## src/hw/dma_bus_pkg.sv

```systemverilog
// Local memory write port and done event types, imported by the handlers, arbiter and top
`default_nettype none

package dma_bus_pkg;

  // Number of response handlers, one per channel
  localparam int N_CH = 4;

  typedef logic [1:0] ch_t;
  // Transfer table pointer
  typedef logic [1:0] id_t;

  typedef struct packed {
    logic [31:0] addr;
    logic [31:0] data;
  } wr_req_t;

  typedef struct packed {
    ch_t channel;
    id_t id;
  } done_t;

  // Arbiter output queue in front of the memory port
  localparam int OUT_DEPTH = 2;

endpackage

`default_nettype wire

```

## src/hw/dma_noc_pkg.sv

```systemverilog
// NoC flit and response packet layout, imported by the dispatcher, the handlers and the top
`default_nettype none

package dma_noc_pkg;

  // Flit is a 2-bit type tag above a 32-bit content word
  localparam int FLIT_W = 34;

  // Flit type encodings
  localparam logic [1:0] FLIT_PAYLOAD = 2'b00;
  localparam logic [1:0] FLIT_HEADER  = 2'b01;
  localparam logic [1:0] FLIT_LAST    = 2'b10;
  localparam logic [1:0] FLIT_SINGLE  = 2'b11;

  typedef struct packed {
    logic [1:0]        flit_type;
    logic [FLIT_W-3:0] content;
  } flit_t;

  // Header fields, overlaid on the content word of a header flit
  typedef struct packed {
    logic [3:0]         pkt_type;
    logic [1:0]         channel;
    logic [1:0]         id;
    logic               resp_last;
    logic [FLIT_W-12:0] rsvd;
  } hdr_t;

  // Only the two response types are handled, everything else is dropped
  localparam logic [3:0] PKT_L2R_RESP = 4'd2;
  localparam logic [3:0] PKT_R2L_RESP = 4'd3;

  // Buffer depths double as the initial credit counts upstream
  localparam int IN_DEPTH      = 4;
  localparam int HANDLER_DEPTH = 4;
  localparam int HANDLER_CNT_W = $clog2(HANDLER_DEPTH + 1);

endpackage

`default_nettype wire

```

## src/hw/bus_write_arbiter.sv

```systemverilog
// Write arbiter: drains the handlers onto one memory write port and merges their done events
`timescale 1ns/1ps
`default_nettype none

module bus_write_arbiter (
  input  logic                         clk,
  input  logic                         rst,
  input  logic [dma_bus_pkg::N_CH-1:0] req_valid,
  input  dma_bus_pkg::wr_req_t         req [dma_bus_pkg::N_CH],
  input  logic [dma_bus_pkg::N_CH-1:0] req_last,
  output logic [dma_bus_pkg::N_CH-1:0] req_grant,
  input  logic [dma_bus_pkg::N_CH-1:0] done_req,
  input  dma_bus_pkg::done_t           done_info [dma_bus_pkg::N_CH],
  output logic [dma_bus_pkg::N_CH-1:0] done_ack,
  output logic                         wr_valid,
  output dma_bus_pkg::wr_req_t         wr_req,
  input  logic                         wr_ready,
  output logic                         done_valid,
  output dma_bus_pkg::done_t           done
);
  import dma_bus_pkg::*;

  ch_t     wr_ptr;
  ch_t     wr_sel;
  logic    wr_any;
  logic    locked;
  ch_t     lock_ch;
  ch_t     dn_ptr;
  ch_t     dn_sel;
  logic    dn_any;
  logic    q_push;
  logic    q_full;
  logic    q_empty;
  wr_req_t q_in;

  // First set bit after last, wrapping, with last itself lowest.
  // Relies on N_CH filling the ch_t range
  function automatic ch_t rr_pick(input logic [N_CH-1:0] mask, input ch_t last);
    ch_t pick;
    ch_t idx;
    pick = last;
    for (int i = N_CH; i >= 1; i--) begin
      idx = last + ch_t'(i);
      if (mask[idx]) begin
        pick = idx;
      end
    end
    return pick;
  endfunction

  ////////////////////
  // Write grant
  ////////////////////

  // A locked handler keeps the port until its last write
  assign wr_sel = locked ? lock_ch : rr_pick(req_valid, wr_ptr);
  assign wr_any = req_valid[wr_sel];
  assign q_push = wr_any && !q_full;
  assign q_in   = req[wr_sel];

  always_comb begin
    req_grant         = '0;
    req_grant[wr_sel] = q_push;
  end

  always_ff @(posedge clk) begin
    if (rst) begin
      locked  <= 1'b0;
      lock_ch <= '0;
      wr_ptr  <= ch_t'(N_CH - 1);
    end else if (q_push) begin
      lock_ch <= wr_sel;
      if (req_last[wr_sel]) begin
        locked <= 1'b0;
        wr_ptr <= wr_sel;
      end else begin
        locked <= 1'b1;
      end
    end
  end

  // Output queue decouples grants from memory stalls
  sync_fifo #(
    .T     (wr_req_t),
    .DEPTH (OUT_DEPTH)
  ) out_q (
    .clk       (clk),
    .rst       (rst),
    .push      (q_push),
    .push_data (q_in),
    .pop       (wr_valid && wr_ready),
    .pop_data  (wr_req),
    .empty     (q_empty),
    .full      (q_full)
  );

  assign wr_valid = !q_empty;

  ////////////////////
  // Done merge
  ////////////////////

  // Separate rotation, one acknowledge per cycle
  assign dn_sel = rr_pick(done_req, dn_ptr);
  assign dn_any = done_req[dn_sel];

  always_comb begin
    done_ack         = '0;
    done_ack[dn_sel] = dn_any;
  end

  always_ff @(posedge clk) begin
    if (rst) begin
      dn_ptr     <= ch_t'(N_CH - 1);
      done_valid <= 1'b0;
    end else begin
      done_valid <= dn_any;
      if (dn_any) begin
        dn_ptr <= dn_sel;
      end
    end
  end

  // Event payload follows the pulse by no cycles
  always_ff @(posedge clk) begin
    done <= done_info[dn_sel];
  end

endmodule

`default_nettype wire

```

## src/hw/dma_resp_top.sv

```systemverilog
// Top of the DMA response path: NoC flits in, memory writes and done pulses out
`timescale 1ns/1ps
`default_nettype none

module dma_resp_top (
  input  logic                 clk,
  input  logic                 rst,
  input  logic                 noc_valid,
  input  dma_noc_pkg::flit_t   noc_flit,
  output logic                 noc_credit,
  output logic                 wr_valid,
  output dma_bus_pkg::wr_req_t wr_req,
  input  logic                 wr_ready,
  output logic                 done_valid,
  output dma_bus_pkg::done_t   done
);
  import dma_noc_pkg::*;
  import dma_bus_pkg::*;

  // Dispatcher to handlers
  logic [N_CH-1:0] h_valid;
  flit_t           h_flit [N_CH];
  logic [N_CH-1:0] h_credit;

  // Handlers to arbiter
  logic [N_CH-1:0] req_valid;
  wr_req_t         req [N_CH];
  logic [N_CH-1:0] req_last;
  logic [N_CH-1:0] req_grant;
  logic [N_CH-1:0] done_req;
  done_t           done_info [N_CH];
  logic [N_CH-1:0] done_ack;

  resp_dispatch resp_dispatch_i (
    .clk        (clk),
    .rst        (rst),
    .noc_valid  (noc_valid),
    .noc_flit   (noc_flit),
    .noc_credit (noc_credit),
    .h_valid    (h_valid),
    .h_flit     (h_flit),
    .h_credit   (h_credit)
  );

  // One handler per channel, each knowing its own channel number
  for (genvar k = 0; k < N_CH; k++) begin : g_handler
    resp_handler #(
      .CH (ch_t'(k))
    ) resp_handler_i (
      .clk       (clk),
      .rst       (rst),
      .in_valid  (h_valid[k]),
      .in_flit   (h_flit[k]),
      .credit    (h_credit[k]),
      .req_valid (req_valid[k]),
      .req       (req[k]),
      .req_last  (req_last[k]),
      .req_grant (req_grant[k]),
      .done_req  (done_req[k]),
      .done_info (done_info[k]),
      .done_ack  (done_ack[k])
    );
  end

  bus_write_arbiter bus_write_arbiter_i (
    .clk        (clk),
    .rst        (rst),
    .req_valid  (req_valid),
    .req        (req),
    .req_last   (req_last),
    .req_grant  (req_grant),
    .done_req   (done_req),
    .done_info  (done_info),
    .done_ack   (done_ack),
    .wr_valid   (wr_valid),
    .wr_req     (wr_req),
    .wr_ready   (wr_ready),
    .done_valid (done_valid),
    .done       (done)
  );

endmodule

`default_nettype wire

```

## src/hw/resp_dispatch.sv

```systemverilog
// Response dispatcher: buffers NoC flits and steers each packet to its channel's handler
`timescale 1ns/1ps
`default_nettype none

module resp_dispatch (
  input  logic                             clk,
  input  logic                             rst,
  input  logic                             noc_valid,
  input  dma_noc_pkg::flit_t               noc_flit,
  output logic                             noc_credit,
  output logic [dma_bus_pkg::N_CH-1:0]     h_valid,
  output dma_noc_pkg::flit_t               h_flit [dma_bus_pkg::N_CH],
  input  logic [dma_bus_pkg::N_CH-1:0]     h_credit
);
  import dma_noc_pkg::*;
  import dma_bus_pkg::*;

  flit_t                    head;
  hdr_t                     hdr;
  logic                     empty;
  logic                     pop;
  logic                     is_end;
  logic                     locked;
  ch_t                      lock_ch;
  ch_t                      tgt;
  logic [HANDLER_CNT_W-1:0] h_cnt [N_CH];

  ////////////////////
  // Input buffer
  ////////////////////

  // Flits from the NoC port, one entry per source credit
  sync_fifo #(
    .T     (flit_t),
    .DEPTH (IN_DEPTH)
  ) in_buf (
    .clk       (clk),
    .rst       (rst),
    .push      (noc_valid),
    .push_data (noc_flit),
    .pop       (pop),
    .pop_data  (head),
    .empty     (empty),
    .full      ()
  );

  ////////////////////
  // Steering
  ////////////////////

  assign hdr    = hdr_t'(head.content);
  assign is_end = (head.flit_type == FLIT_LAST) || (head.flit_type == FLIT_SINGLE);

  // Outside a packet the head is a header and names the channel
  assign tgt = locked ? lock_ch : hdr.channel;

  // Forward only if the target handler has buffer room
  assign pop        = !empty && (h_cnt[tgt] != '0);
  // Credit back to the source in the cycle of the pop
  assign noc_credit = pop;

  always_comb begin
    for (int k = 0; k < N_CH; k++) begin
      h_valid[k] = pop && (tgt == ch_t'(k));
      h_flit[k]  = head;
    end
  end

  // Hold the channel until the end flit of the packet has passed
  always_ff @(posedge clk) begin
    if (rst) begin
      locked  <= 1'b0;
      lock_ch <= '0;
    end else if (pop) begin
      if (is_end) begin
        locked <= 1'b0;
      end else begin
        locked  <= 1'b1;
        lock_ch <= tgt;
      end
    end
  end

  ////////////////////
  // Handler credits
  ////////////////////

  // One counter per handler, spent on forward, refilled on the handler's pop
  always_ff @(posedge clk) begin
    for (int k = 0; k < N_CH; k++) begin
      if (rst) begin
        h_cnt[k] <= HANDLER_CNT_W'(HANDLER_DEPTH);
      end else begin
        h_cnt[k] <= h_cnt[k] - HANDLER_CNT_W'(h_valid[k]) + HANDLER_CNT_W'(h_credit[k]);
      end
    end
  end

endmodule

`default_nettype wire

```

## src/hw/resp_handler.sv

```systemverilog
// Per-channel response handler: turns R2L data flits into memory writes and raises done events
`timescale 1ns/1ps
`default_nettype none

module resp_handler #(
  parameter dma_bus_pkg::ch_t CH = '0
) (
  input  logic                 clk,
  input  logic                 rst,
  input  logic                 in_valid,
  input  dma_noc_pkg::flit_t   in_flit,
  output logic                 credit,
  output logic                 req_valid,
  output dma_bus_pkg::wr_req_t req,
  output logic                 req_last,
  input  logic                 req_grant,
  output logic                 done_req,
  output dma_bus_pkg::done_t   done_info,
  input  logic                 done_ack
);
  import dma_noc_pkg::*;
  import dma_bus_pkg::*;

  typedef enum logic [1:0] {
    ST_IDLE,
    ST_GET_SIZE,
    ST_GET_ADDR,
    ST_DATA
  } state_t;

  state_t      state;
  state_t      nxt_state;
  flit_t       head;
  hdr_t        hdr;
  logic        empty;
  logic        pop;
  logic        end_flit;
  logic        set_done;
  logic [31:0] addr;
  id_t         resp_id;
  logic        resp_last;

  // Packet buffer, sized to the dispatcher's credit count
  sync_fifo #(
    .T     (flit_t),
    .DEPTH (HANDLER_DEPTH)
  ) pkt_buf (
    .clk       (clk),
    .rst       (rst),
    .push      (in_valid),
    .push_data (in_flit),
    .pop       (pop),
    .pop_data  (head),
    .empty     (empty),
    .full      ()
  );

  assign hdr      = hdr_t'(head.content);
  assign end_flit = (head.flit_type == FLIT_LAST) || (head.flit_type == FLIT_SINGLE);
  assign credit   = pop;

  // Write request comes straight from the buffer head
  assign req.addr  = addr;
  assign req.data  = head.content;
  assign req_last  = end_flit;
  assign done_info = '{channel: CH, id: resp_id};

  ////////////////////
  // Next state
  ////////////////////

  always_comb begin
    nxt_state = state;
    pop       = 1'b0;
    set_done  = 1'b0;
    req_valid = 1'b0;
    case (state)
      ST_IDLE: begin
        // A pending done blocks the next header
        pop = !empty && !done_req;
        if (pop) begin
          if (hdr.pkt_type == PKT_L2R_RESP) begin
            set_done = 1'b1;
          end else if (hdr.pkt_type == PKT_R2L_RESP) begin
            nxt_state = ST_GET_SIZE;
          end
          // Unknown type is popped and dropped
        end
      end
      ST_GET_SIZE: begin
        // Size word is not used
        pop = !empty;
        if (pop) begin
          nxt_state = ST_GET_ADDR;
        end
      end
      ST_GET_ADDR: begin
        pop = !empty;
        if (pop) begin
          nxt_state = ST_DATA;
        end
      end
      ST_DATA: begin
        // Flit leaves the buffer only once its write is granted
        req_valid = !empty;
        pop       = req_valid && req_grant;
        if (pop && end_flit) begin
          nxt_state = ST_IDLE;
          set_done  = resp_last;
        end
      end
      default: begin
        nxt_state = ST_IDLE;
      end
    endcase
  end

  ////////////////////
  // Registers
  ////////////////////

  always_ff @(posedge clk) begin
    if (rst) begin
      state    <= ST_IDLE;
      done_req <= 1'b0;
    end else begin
      state <= nxt_state;
      if (set_done) begin
        done_req <= 1'b1;
      end else if (done_ack) begin
        done_req <= 1'b0;
      end
    end
  end

  // Transfer context of the current packet
  always_ff @(posedge clk) begin
    if (state == ST_IDLE && pop) begin
      resp_id   <= hdr.id;
      resp_last <= hdr.resp_last;
    end
    if (state == ST_GET_ADDR && pop) begin
      addr <= head.content;
    end else if (state == ST_DATA && pop) begin
      // Word writes at consecutive addresses
      addr <= addr + 32'd4;
    end
  end

endmodule

`default_nettype wire

```

## src/hw/sync_fifo.sv

```systemverilog
// Register-array FIFO with a type-parameter payload, instantiated for flits and write requests
`timescale 1ns/1ps
`default_nettype none

module sync_fifo #(
  parameter type T     = logic [31:0],
  parameter int  DEPTH = 4
) (
  input  logic clk,
  input  logic rst,
  input  logic push,
  input  T     push_data,
  input  logic pop,
  output T     pop_data,
  output logic empty,
  output logic full
);

  localparam int AW = (DEPTH > 1) ? $clog2(DEPTH) : 1;

  T              mem [DEPTH];
  logic [AW-1:0] wr_ptr;
  logic [AW-1:0] rd_ptr;
  // One extra bit so a full FIFO can be told from an empty one
  logic [AW:0]   count;

  // Storage array
  always_ff @(posedge clk) begin
    if (push) begin
      mem[wr_ptr] <= push_data;
    end
  end

  always_ff @(posedge clk) begin
    if (rst) begin
      wr_ptr <= '0;
      rd_ptr <= '0;
      count  <= '0;
    end else begin
      // Pointers wrap at DEPTH, which need not be a power of two
      if (push) begin
        wr_ptr <= (wr_ptr == AW'(DEPTH - 1)) ? '0 : wr_ptr + 1'b1;
      end
      if (pop) begin
        rd_ptr <= (rd_ptr == AW'(DEPTH - 1)) ? '0 : rd_ptr + 1'b1;
      end
      case ({push, pop})
        2'b10:   count <= count + 1'b1;
        2'b01:   count <= count - 1'b1;
        default: count <= count;
      endcase
    end
  end

  // Head entry is visible without a read cycle
  assign pop_data = mem[rd_ptr];
  assign empty    = (count == '0);
  assign full     = (count == (AW + 1)'(DEPTH));

endmodule

`default_nettype wire

```

## config.mk

```make
export PLATFORM = sky130hd
export DESIGN_NAME = dma_resp_top
export DESIGN_NICKNAME = d
export VERILOG_FILES = /design/src/hw/dma_bus_pkg.sv /design/src/hw/dma_noc_pkg.sv /design/src/hw/bus_write_arbiter.sv /design/src/hw/dma_resp_top.sv /design/src/hw/resp_dispatch.sv /design/src/hw/resp_handler.sv /design/src/hw/sync_fifo.sv
export SDC_FILE = /design/constraint.sdc
export NUM_CORES = 1
export LEC_CHECK = 0
export BUFFER_PORTS_ARGS = -buffer_cell sky130_fd_sc_hd__buf_2
export CELL_PAD_IN_SITES_DETAIL_PLACEMENT = 0
export CELL_PAD_IN_SITES_GLOBAL_PLACEMENT = 1
export CORE_AREA = 2 2 283 285
export DETAILED_ROUTE_END_ITERATION = 16
export DIE_AREA = 0 0 285 287
export PLACE_DENSITY_LB_ADDON = 0.1
export SLEW_MARGIN = 0
export SYNTH_ARGS = -nofsm -noshare
export SYNTH_HDL_FRONTEND = slang
export SYNTH_HIERARCHICAL = 1
export SYNTH_SLANG_ARGS = --single-unit
```

## constraint.sdc

```tcl
create_clock -name clk -period 15.9 [get_ports clk]
set_input_delay 1.59 -clock clk [delete_from_list [all_inputs] [get_ports clk]]
set_output_delay 1.59 -clock clk [all_outputs]
set_load 0.005 [all_outputs]
```

==> results_tabular.tex <==
\begin{tabular}{lr}
\hline
Metric & Value \\
\hline
\multicolumn{2}{l}{\textbf{Worst setup path}} \\
Worst r2r path cells & 14 \\
Most prevalent standard cell on the critical path & nor3\_1 \\
R2R Setup Slk & 10.61 ns \\
Buffer and inverter count on the worst path & 1 \\
Crit-path leading delay family & simple AND/OR/NAND/NOR gates \\
Cells along the critical path & nor3\_1 -> nor2b\_1 -> o211ai\_1 -> a31o\_4 -> nand2\_1 -> nor3\_1 -> a211o\_1 -> and2\_1 -> ha\_1 -> inv\_1 -> fa\_1 -> xor2\_1 -> or3\_1 -> a21oi\_1 \\
CP Launch Type & flip-flop \\
Data arrival, critical path & 5.86 ns \\
Slowest stage cell on the critical path & nor3\_1 \\
Capture point of the worst reg-to-reg path & g\_handler[3].resp\_handler\_i/pkt\_buf/count[2]\$\_SDFFE\_PP0P\_ \\
Largest stage delay, worst path & 0.76 ns \\
Crit. End Element & flip-flop \\
Critical path peak fanout & 35 \\
Critical register-to-register path startpoint & g\_handler[0].resp\_handler\_i/pkt\_buf/count[0]\$\_SDFFE\_PP0P\_ \\
Crit path required time & 16.48 ns \\
Critical setup path kind & reg2reg \\
\multicolumn{2}{l}{\textbf{STA}} \\
Final number of max-transition violations & 0 \\
Worst-margin pin slew & 1.24 ns \\
Fmax & 0.189 GHz \\
Worst slew margin & 0.162 \\
Final sum of negative setup slack & 0 ns \\
Final Skew & 0.0422 ns \\
Min Tclk post-route & 5.29 ns \\
Worst setup margin & 10.61 ns \\
Final setup fails & 0 \\
Hold Fails Final Rpt & 0 \\
RSZ-0062 raised after global routing & no \\
Final critical-path share of the clock period & 0.332 \\
\multicolumn{2}{l}{\textbf{Power}} \\
Fraction of power spent switching nets & 0.302 \\
Cell Int Power & 0.00552 W \\
Net switching power & 0.00239 W \\
Fraction of power consumed by sequential logic & 0.445 \\
Power density normalized to cell area & 163 nW/um\^{}2 \\
Worst vdd rail ir drop & 0.000164 V \\
Portion of total power attributed to combinational logic & 0.244 \\
Clock power share & 0.311 \\
Static leakage & 15.6 nW \\
Total chip power & 0.00791 W \\
\multicolumn{2}{l}{\textbf{Synth}} \\
Synthesized area & 44700 sq um \\
Syn. warnings & 6 \\
Gate count after technology mapping & 2687 \\
Average cell area after synthesis & 16.6 sq um \\
\multicolumn{2}{l}{\textbf{Hold path}} \\
Class of the most critical hold timing path & reg2reg \\
Startpoint of the worst hold path & g\_handler[1].resp\_handler\_i/pkt\_buf/count[2]\$\_SDFFE\_PP0P\_ \\
Number of cells on the worst hold path & 2 \\
Worst Hold Path EP & g\_handler[1].resp\_handler\_i/pkt\_buf/count[2]\$\_SDFFE\_PP0P\_ \\
\multicolumn{2}{l}{\textbf{Routing}} \\
Aggregate routed wire length & 101000 um \\
Drt via density & 6.26 \\
Antenna violation net count after detailed routing & 0 \\
DRC marker count from the first detailed-route iteration & 2715 \\
Mean routed wirelength per cell & 26.2 um \\
Remaining DRCs & 0 \\
Vias after detailed routing & 24100 \\
Length of the first detailed-routing pass in iterations & 7 \\
\multicolumn{2}{l}{\textbf{Layout}} \\
Leading cell type in the layout, fill and taps excluded & edfxtp\_1 \\
Number of antenna repair diodes & 0 \\
Number of nets in the layout & 2825 \\
Syn-to-layout area delta & 8.90\% \\
Most frequent cells in the layout & edfxtp\_1, mux4\_2, nor2\_1 \\
Share of cells above drive strength 1 & 0.227 \\
Final standard cell utilization of the core & 0.619 \\
\multicolumn{2}{l}{\textbf{Placement}} \\
Count of buffers inserted at the top-level ports & 107 \\
Setup slack at placement & 10.71 ns \\
Routability-driven placement congestion ratio & 0.919 \\
Sum of net half-perimeters after detailed placement & 66600 um \\
\multicolumn{2}{l}{\textbf{Global routing}} \\
Maximum number of pins on one net before global-route repair & 84 \\
First-pass GRT wire length & 149000 um \\
Total routing usage reported by global routing & 0.247 \\
Residual overflow from global routing & 0 \\
Antenna violations before repair & 7 \\
Via count of the first global-routing pass & 23500 \\
\multicolumn{2}{l}{\textbf{Floorplanning}} \\
Number of primary I/O pins & 109 \\
Vert. Die Dim & 287 um \\
Core Box Area & 78600 sq um \\
Area of the die & 81800 sq um \\
Initial core utilization & 0.568 \\
Standard-cell row count & 103 \\
X dimension of the die & 285 um \\
\multicolumn{2}{l}{\textbf{Clocking}} \\
Gates resized, CTS repair & 0 \\
Count of hold-fix buffers inserted at cts & 0 \\
Clock transition at path regs & 0.06 ns \\
CTS sink cnt & 1017 \\
CTS tree & yes \\
Maximum number of buffers from clock root to sink & 3 \\
Number of H-tree branching levels & 3 \\
Number of CTS-inserted buffers & 103 \\
CTS Root Cell & clkbuf\_16 \\
Setup fix buffers added after clock tree synthesis & 0 \\
Insertion delay of the later-clocked pin in the worst-skew pair & 0.68 ns \\
\multicolumn{2}{l}{\textbf{Status}} \\
Status & completed \\
\multicolumn{2}{l}{\textbf{Flow run}} \\
Reported max-cap violation count & 0 \\
\hline
\end{tabular}
[routing by layer]
layer | vias to the layer above | routed length [um] | GRT usage
met2 | 961 | 46800 | 0.384
met4 | 0 | 1960 | 0.0554
met3 | 131 | 8300 | 0.0388
met1 | 12500 | 43800 | 0.375
met5 | - | 0 | 0
li1 | 10600 | - | -
[final cells by class]
class                   count  area, sq um
fillers                  5748        30000
flip-flops and latches   1017        29700
multi-input cells        1376        13100
clock buffers             124         2720
well taps                1050         1310
clock inverters            66          787
repair buffers            139          776
inverters                  82          308
[worst reg2reg max path: stages (launching register included)]
cell      delay, ns
dfxtp_1        0.34
nor3_1         0.76
nor2b_1        0.37
o211ai_1       0.32
a31o_4         0.70
nand2_1        0.24
nor3_1         0.42
a211o_1        0.21
and2_1         0.42
ha_1           0.28
inv_1          0.07
fa_1           0.43
xor2_1         0.16
or3_1          0.32
a21oi_1        0.15
[power by group through the flow]
stage               clock network [W]  logic, W  registers [W]
global route                  0.00261   0.00206        0.00354
floorplan                           0   0.00149        0.00351
finish                        0.00246   0.00193        0.00352
CTS                           0.00251   0.00191        0.00352
global placement                    0   0.00183        0.00356
detailed placement                  0   0.00190        0.00358
[how the worst max path moves through the flow]
stage,startpoint,to,slack [ns],cells past startpoint
final,g_handler[0].resp_handler_i/pkt_buf/count[0]$_SDFFE_PP0P_,g_handler[3].resp_handler_i/pkt_buf/count[2]$_SDFFE_PP0P_,10.61,14
after global placement,g_handler[0].resp_handler_i/pkt_buf/count[1]$_SDFFE_PP0P_,g_handler[3].resp_handler_i/pkt_buf/count[2]$_SDFFE_PP0P_,10.84,14
after global routing,g_handler[0].resp_handler_i/pkt_buf/count[0]$_SDFFE_PP0P_,g_handler[3].resp_handler_i/pkt_buf/count[2]$_SDFFE_PP0P_,10.25,14
after detailed placement,g_handler[0].resp_handler_i/pkt_buf/count[0]$_SDFFE_PP0P_,g_handler[3].resp_handler_i/pkt_buf/count[2]$_SDFFE_PP0P_,10.71,14
after CTS,flip-flop,noc_credit,10.50,6
after floorplan,g_handler[1].resp_handler_i/state[0]$_SDFFE_PP0P_,bus_write_arbiter_i/out_q/mem[0][0]$_DFFE_PP_,10.64,12
[flip-flops by register name, summed over array words and instances, names as in the netlist, 3 cells and up, named ones only]
name                                     flops
g_handler.resp_handler_i/resp_last           4
g_handler.resp_handler_i/pkt_buf/rd_ptr      8
bus_write_arbiter_i/out_q/mem              128
g_handler.resp_handler_i/pkt_buf/mem       528
g_handler.resp_handler_i/addr              128
bus_write_arbiter_i/done                     4
g_handler.resp_handler_i/state               8
resp_dispatch_i/h_cnt                       12
resp_dispatch_i/in_buf/mem                 132
g_handler.resp_handler_i/resp_id             8
resp_dispatch_i/in_buf/count                 3
g_handler.resp_handler_i/pkt_buf/count      12
g_handler.resp_handler_i/pkt_buf/wr_ptr      8
g_handler.resp_handler_i/done_req            4
[metrics by stage]
stage | hold WS [ns] | std cells | cell area, sq um
detailed placement | 0.484 | 3664 | 45100
finish | 0.488 | 3854 | 48600
global placement | 0.465 | 3664 | 45100
CTS | 0.492 | 3854 | 48600
floorplan | 0.452 | 2689 | 44700
global route | 0.510 | 3854 | 48600
Power figures use the tool's default switching activity.
